## config.mk

```make
export PLATFORM = sky130hd
export DESIGN_NAME = colorConvert
export DESIGN_NICKNAME = d
export VERILOG_FILES = /design/src/rtl/neoVideoPkg.sv /design/src/rtl/colorConvert.sv
export SDC_FILE = /design/constraint.sdc
export NUM_CORES = 1
export LEC_CHECK = 0
export BUFFER_PORTS_ARGS = -buffer_cell sky130_fd_sc_hd__clkbuf_2
export CAP_MARGIN = 10
export CELL_PAD_IN_SITES_DETAIL_PLACEMENT = 1
export CELL_PAD_IN_SITES_GLOBAL_PLACEMENT = 1
export CORE_MARGIN = 3
export CORE_UTILIZATION = 40
export CTS_CLUSTER_SIZE = 40
export DETAILED_ROUTE_END_ITERATION = 12
export GPL_ROUTABILITY_DRIVEN = 0
export GPL_TIMING_DRIVEN = 0
export PLACE_DENSITY = 0.84
export REMOVE_ABC_BUFFERS = 1
export SETUP_SLACK_MARGIN = 0.02
export SLEW_MARGIN = 20
export SYNTH_ARGS = -nofsm -noshare
export SYNTH_HDL_FRONTEND = slang
export SYNTH_SLANG_ARGS = --single-unit
export TNS_END_PERCENT = 10
```

## constraint.sdc

```tcl
create_clock -name CLK_48M -period 1 [get_ports CLK_48M]
set_input_delay 0.05 -clock CLK_48M [delete_from_list [all_inputs] [get_ports CLK_48M]]
set_output_delay 0.05 -clock CLK_48M [all_outputs]
set_load 0.03 [all_outputs]
```

## src/rtl/neoVideoPkg.sv

```systemverilog
/*
  Shared widths, latch select codes and bus/colour types for the palette unit.
  Palette words follow the original bit order: dark, RGB LSBs, then RGB nibbles.
*/

package neoVideoPkg;

	// ============================================================
	// Widths
	// ============================================================

	// Colour index within one bank
	localparam int PAL_INDEX_W = 12;
	// Number of palette banks, selected by the palette bank latch
	localparam int PAL_BANKS = 2;
	localparam int PAL_WORD_W = 16;
	localparam int LATCH_SEL_W = 3;

	// Latch select codes, taken from CPU address bits 2..0
	localparam logic [LATCH_SEL_W-1:0] LATCH_SHADOW = 3'd0;
	localparam logic [LATCH_SEL_W-1:0] LATCH_PALBANK = 3'd7;

	// ============================================================
	// Types
	// ============================================================

	// CPU side of the unit, single-cycle strobes with no acknowledge
	// For a latch write addr[2:0] is the select and addr[3] the new value
	typedef struct packed {
		logic [PAL_INDEX_W-1:0] addr;
		logic [PAL_WORD_W-1:0] wdata;
		logic palWr;
		logic palRd;
		logic latchWr;
	} cpuBus_t;

	// One palette entry as the video side decodes it
	typedef struct packed {
		logic dark;
		logic redLsb;
		logic greenLsb;
		logic blueLsb;
		logic [3:0] red;
		logic [3:0] green;
		logic [3:0] blue;
	} paletteWord_t;

	// Output pixel, 8 bits per channel
	typedef struct packed {
		logic [7:0] red;
		logic [7:0] green;
		logic [7:0] blue;
	} rgb_t;

endpackage
```

## src/rtl/colorConvert.sv

```systemverilog
/*
  Palette word to 24-bit RGB. Dark bit subtracts one step with a clamp at black,
  shadow halves each channel. Output only updates on the pixel strobe.
*/
`timescale 1ns/1ps

module colorConvert (
	input logic CLK_48M,
	input logic nRESET,
	input logic pixelStrobe,
	input logic shadow,
	input neoVideoPkg::paletteWord_t videoWord,
	output neoVideoPkg::rgb_t color
);

	// ============================================================
	// Channel expansion
	// ============================================================

	// Builds a 6-bit level from nibble and LSB, then widens to 8 bits
	function automatic logic [7:0] expandChannel(
		input logic [3:0] nibble,
		input logic lsb,
		input logic dark,
		input logic halve
	);
		logic [6:0] level;
		logic [7:0] full;
		// Extra top bit of the nibble acts as the reference darkening step
		level = {1'b0, nibble, lsb, nibble[3]} - {6'd0, dark};
		// Bit 6 set means the subtraction went below zero
		if (level[6]) begin
			full = 8'd0;
		end else begin
			// Replicate upper bits into the low end to reach full scale
			full = {level[5:0], level[4:3]};
		end
		if (halve) begin
			return {1'b0, full[7:1]};
		end
		return full;
	endfunction

	neoVideoPkg::rgb_t nextColor;

	always_comb begin
		nextColor.red = expandChannel(videoWord.red, videoWord.redLsb,
			videoWord.dark, shadow);
		nextColor.green = expandChannel(videoWord.green, videoWord.greenLsb,
			videoWord.dark, shadow);
		nextColor.blue = expandChannel(videoWord.blue, videoWord.blueLsb,
			videoWord.dark, shadow);
	end

	// ============================================================
	// Pixel output register
	// ============================================================

	// Loads the word present on the strobe edge
	always_ff @(posedge CLK_48M or negedge nRESET) begin
		if (!nRESET) begin
			color <= '0;
		end else if (pixelStrobe) begin
			color <= nextColor;
		end
	end

endmodule

```

======== Word-level counts from Yosys, hierarchy flattened ========
Cells that the tools add are included.
operators by class
  add/subtract/negate cells ............... 3
  multiply operators ...................... 0
  div/mod/pow operators ................... 0
  magnitude comparators ................... 0
  equal/unequal tests ..................... 0
  shift-type cells ........................ 0
  multiplexer cells ....................... 10
  bitwise logic cells ..................... 0
  reductions and logical operators ........ 0
operators by type and width
  cell                                         count
  8-bit two-way mux                            9
  6-bit by 1-bit subtractor with 7-bit output  3
  1-bit two-way mux                            1
word-level totals
  register bits after elaboration ......... 24
  latch bits .............................. 0
  RAM bits ................................ 0
  ROM bits ................................ 0
  input port bits ......................... 20
  output and inout bits ................... 24
  logic and storage cells ................. 16
  memories kept ........................... 0

======== Logic depth before layout (Yosys ltp) ========
  depth in word-level cells ............... 4
  mapped depth ............................ 7
  mapped depth without buffers ............ 7

======== Least setup slack after synthesis ========
OpenSTA, ideal clock, no wires.
  path kind ............................... input-to-reg
  from .................................... input videoWord[3] in the netlist's numbering
  to ...................................... register color[1] in the netlist's numbering
  setup time .............................. 0.137 ns
  arrival time ............................ 1.212 ns
  data required time ...................... 0.863 ns
  slack ................................... -0.349 ns
  stages .................................. 7
  path buffers ............................ 0
  path through ............................ inv_1 > ha_1 > ha_1 > nor3b_1 > mux2i_1 > a2bb2oi_1 > a21oi_1
on the way
  word-level cells in the longest chain between the ends .. 4
RTL lines
  item                                             line                text
  from (decl)                                      colorConvert.sv:12  input neoVideoPkg::paletteWord_t videoWord,
  6-bit by 1-bit subtractor with 7-bit output (*)  colorConvert.sv:30  level = {1'b0, nibble, lsb, nibble[3]} - {6'd0, dark};
  8-bit two-way mux (*)                            colorConvert.sv:32  if (level[6]) begin
  8-bit two-way mux                                colorConvert.sv:38  if (halve) begin
  8-bit two-way mux (*)                            colorConvert.sv:41  return full;
  to (signal assigned)                             colorConvert.sv:64  color <= nextColor;
  to (decl)                                        colorConvert.sv:13  output neoVideoPkg::rgb_t color
Every way passes the cells marked *; elsewhere a longest branch is shown, timed or not. The select of a mux whose other input is x is not followed.
A chain may end at the register's enable or synchronous reset.

======== Worst setup path after layout ========
  from .................................... input videoWord[3] in the netlist's numbering
  to ...................................... register color[6] in the netlist's numbering
The elaborated chain is that of the path after synthesis.

==> run metrics <==
Die H 63.9 um; clock power share 17.4%; register area share after synthesis 39.2%; Mapped Cells 145; dpl cells 223; DRC 0; Layout Nets 221; CP Data Required Time 1.18 ns; DRT Wirelength 4600 um; Placed Area 0.00156 mm2; Starting Density 42.8%; pin count of the biggest net entering global routing 34; row count 20; Critical Path AT 1.31 ns; Biggest register color; hold_sp videoWord[3]; Synth Register Bits 21; min-delay worst type in2reg; fillers 363; main flop type after synthesis dfrtp_1; top flop regs color: 21 flops; Slew Limit Headroom 63.8%; R2R Path End color[12]; GRT Util Overall 21.0%; Reg area 526 um2; DRT Pass-1 Iters 4; asr flop ratio synth 100%; Worst setup startpoint videoWord[3]; vias in the first global route 1366; R2R Setup Slk 0.25 ns; crit end category flip-flop; HPWL after DPL 2890 um; maxcap violations 0; Final Hold Viols 0; Mean Syn Cell Area 9.24 um2; number of I/O port buffers 43; Slew @ Worst Pin 0.543 ns; Reg2Reg Depth 1; status finished, violations left; Via density 5.63; synth unique cells 33; GRT overflow 0; root buffer cell clkbuf_4; Setup CP Type in2reg; global-route wire length before repair 6800 um; DRT antenna net count 0; Post-Syn Area 0.00134 mm2; antenna cells 0; area delta synth->final 45.2%; Final Cycle Share 112%; LEAKAGE 0.901 nW; Final min period 1.12 ns; core box area 0.00313 mm2; fraction of layout cells with a size suffix above 1 43.8%; CP cell instances buf_4, inv_4, ha_4, ha_4, nor3b_4, mux2i_2, buf_4, o221ai_1; Worst Setup Slack, final -0.124 ns; Crit Path Max Fanout 4; total chip power 2.43 mW; violated checks setup timing; Hold Path Sink color[7]; Power per Cell Area 1250 mW/mm2; Internal 1.49 mW; Flop pwr share 42.1%; slowest stage delay, CP 0.31 ns; Worst-Skew Late Latency 0.31 ns; Yosys warning total 0; area of the multi-input gates 875 um2; CTS buffer count 3; Slew Viols, Final 0; Die X 63.9 um; Detailed Route Iter0 Violations 64; htree depth 1; depth of the worst hold-timing path 3; Clock transition at path regs 0.13 ns; CTS tree built; Sw Ratio 38.8%; worst IR drop on VDD 0.781 mV; Finish-stage setup viols 14; vias post-DR 1339; worst slack, placed -0.774 ns; r2r startpoint color[12]; Routed wire per std cell 19.3 um; Die ar. 0.00408 mm2; Max Root-Sink Buffers 2; Worst setup SP type input pin; final hold slack 0.111 ns; max FFs per register 21; unrepaired setup endpoints after global routing yes; Post-synth EDFFs 0; post-route design area 0.00195 mm2; Comb power frac 40.5%; CP max stage cell mux2i_2; switching pwr 944 uW; number of clock sinks 21; Worst Skew 0 ns; initial antenna violation count 0; Max Freq 890 MHz; num ports 44; Finished Layout Cells 238
-- critical path: cells and delay by family --
kind / cells / cell delay (ns)
buffers and inverters: 3 / 0.36
AOI/OAI and AO/OA: 1 / 0.11
and+or+nand+nor: 1 / 0.21
adders and majority gates: 2 / 0.28
muxes: 1 / 0.31
-- cell usage after synthesis, types with 2 or more instances --
cell type,instances,area (um2)
o22ai_1,7,43.8
o21ai_0,4,20.0
buf_2,2,10.0
inv_1,19,71.3
nor2b_1,3,18.8
nor2_1,12,45.0
buf_4,3,22.5
o32a_1,2,20.0
ha_1,6,75.1
mux2_2,3,33.8
xnor2_1,2,17.5
nand3_1,4,20.0
a211oi_1,3,22.5
nor3b_1,4,30.0
o21a_1,2,15.0
dfrtp_1,21,526
mux2i_1,8,80.1
nand2b_1,5,31.3
nand2_1,6,22.5
o221ai_1,6,52.6
xor2_1,4,35.0
nor3b_2,2,25.0
clkbuf_1,4,15.0
a21oi_1,4,20.0
-- logic make-up (layout without fill, tap and decap cells) --
logic type	count (synthesis)	count (layout)	synth area share [%]
AND/OR/NAND/NOR	42	42	17.7
AO/OA/AOI/OAI	31	31	16.2
buffers and inverters	28	77	8.87
flip-flops	21	21	39.2
multiplexers	11	11	8.50
adder cells (fa/ha/maj)	6	6	5.60
XOR/XNOR	6	6	3.92
-- worst max-delay path by stage --
stage / to / slack [ns] / cells past startpoint
floorplan: color[20] / -0.34 / 7
global placement: color[1] / -0.67 / 8
detailed placement: color[20] / -0.77 / 8
CTS: color[22] / -0.11 / 7
global route: color[6] / -0.17 / 8
finish: color[6] / -0.12 / 8
-- per-stage QoR --
stage	util [%]	setup TNS [ns]
floorplan	-	-3.58
global route	62.2	-1.78
global placement	50.0	-8.72
detailed placement	50.0	-11.11
finish	62.2	-1.13
CTS	57.7	-0.917
-- power groups by stage --
stage               clock network, mW  logic (mW)  registers (mW)
floorplan                           0       0.246            1.27
global placement                    0       0.750            1.02
detailed placement                  0       0.783            1.03
CTS                             0.423       0.878            1.02
global route                    0.469        1.06            1.04
finish                          0.424       0.985            1.02
-- timing repair --
item | CTS | global route
hold buffers | 1 | 0
setup buffers | 5 | 5
setup endpoints to repair | 18 | 33
gates resized for setup | 34 | 62
pin swaps | 3 | 6
endpoints found under the hold margin | 21 | 0
-- layout make-up --
cell class	instances	area share (%)
clock buffers	3	1.16
flip-flops and latches	21	27.0
clock inverters	1	0.257
inverters	19	4.31
repair buffers	54	19.5
well taps	44	2.83
multi-input cells	96	45.0
-- cells in the final DEF (no fill, tap or decap), drive strengths merged, types with 5 or more instances in the layout --
cell type / netlist / routed
dfrtp: 21 / 21
mux2i: 8 / 8
o221ai: 6 / 6
ha: 6 / 6
clkbuf: 4 / 22
buf: 5 / 34
nor2: 12 / 12
nand2b: 5 / 5
o22ai: 7 / 7
nand2: 6 / 6
nor3b: 6 / 6
inv: 19 / 19
-- metal layers --
metal	vias to the layer above	GRT usage (%)	wire, um
li1	610	-	-
met1	663	25.7	1830
met2	57	37.4	2480
met3	9	3.34	226
met4	0	6.47	66
met5	-	0	0
Power figures use the tool's default switching activity.
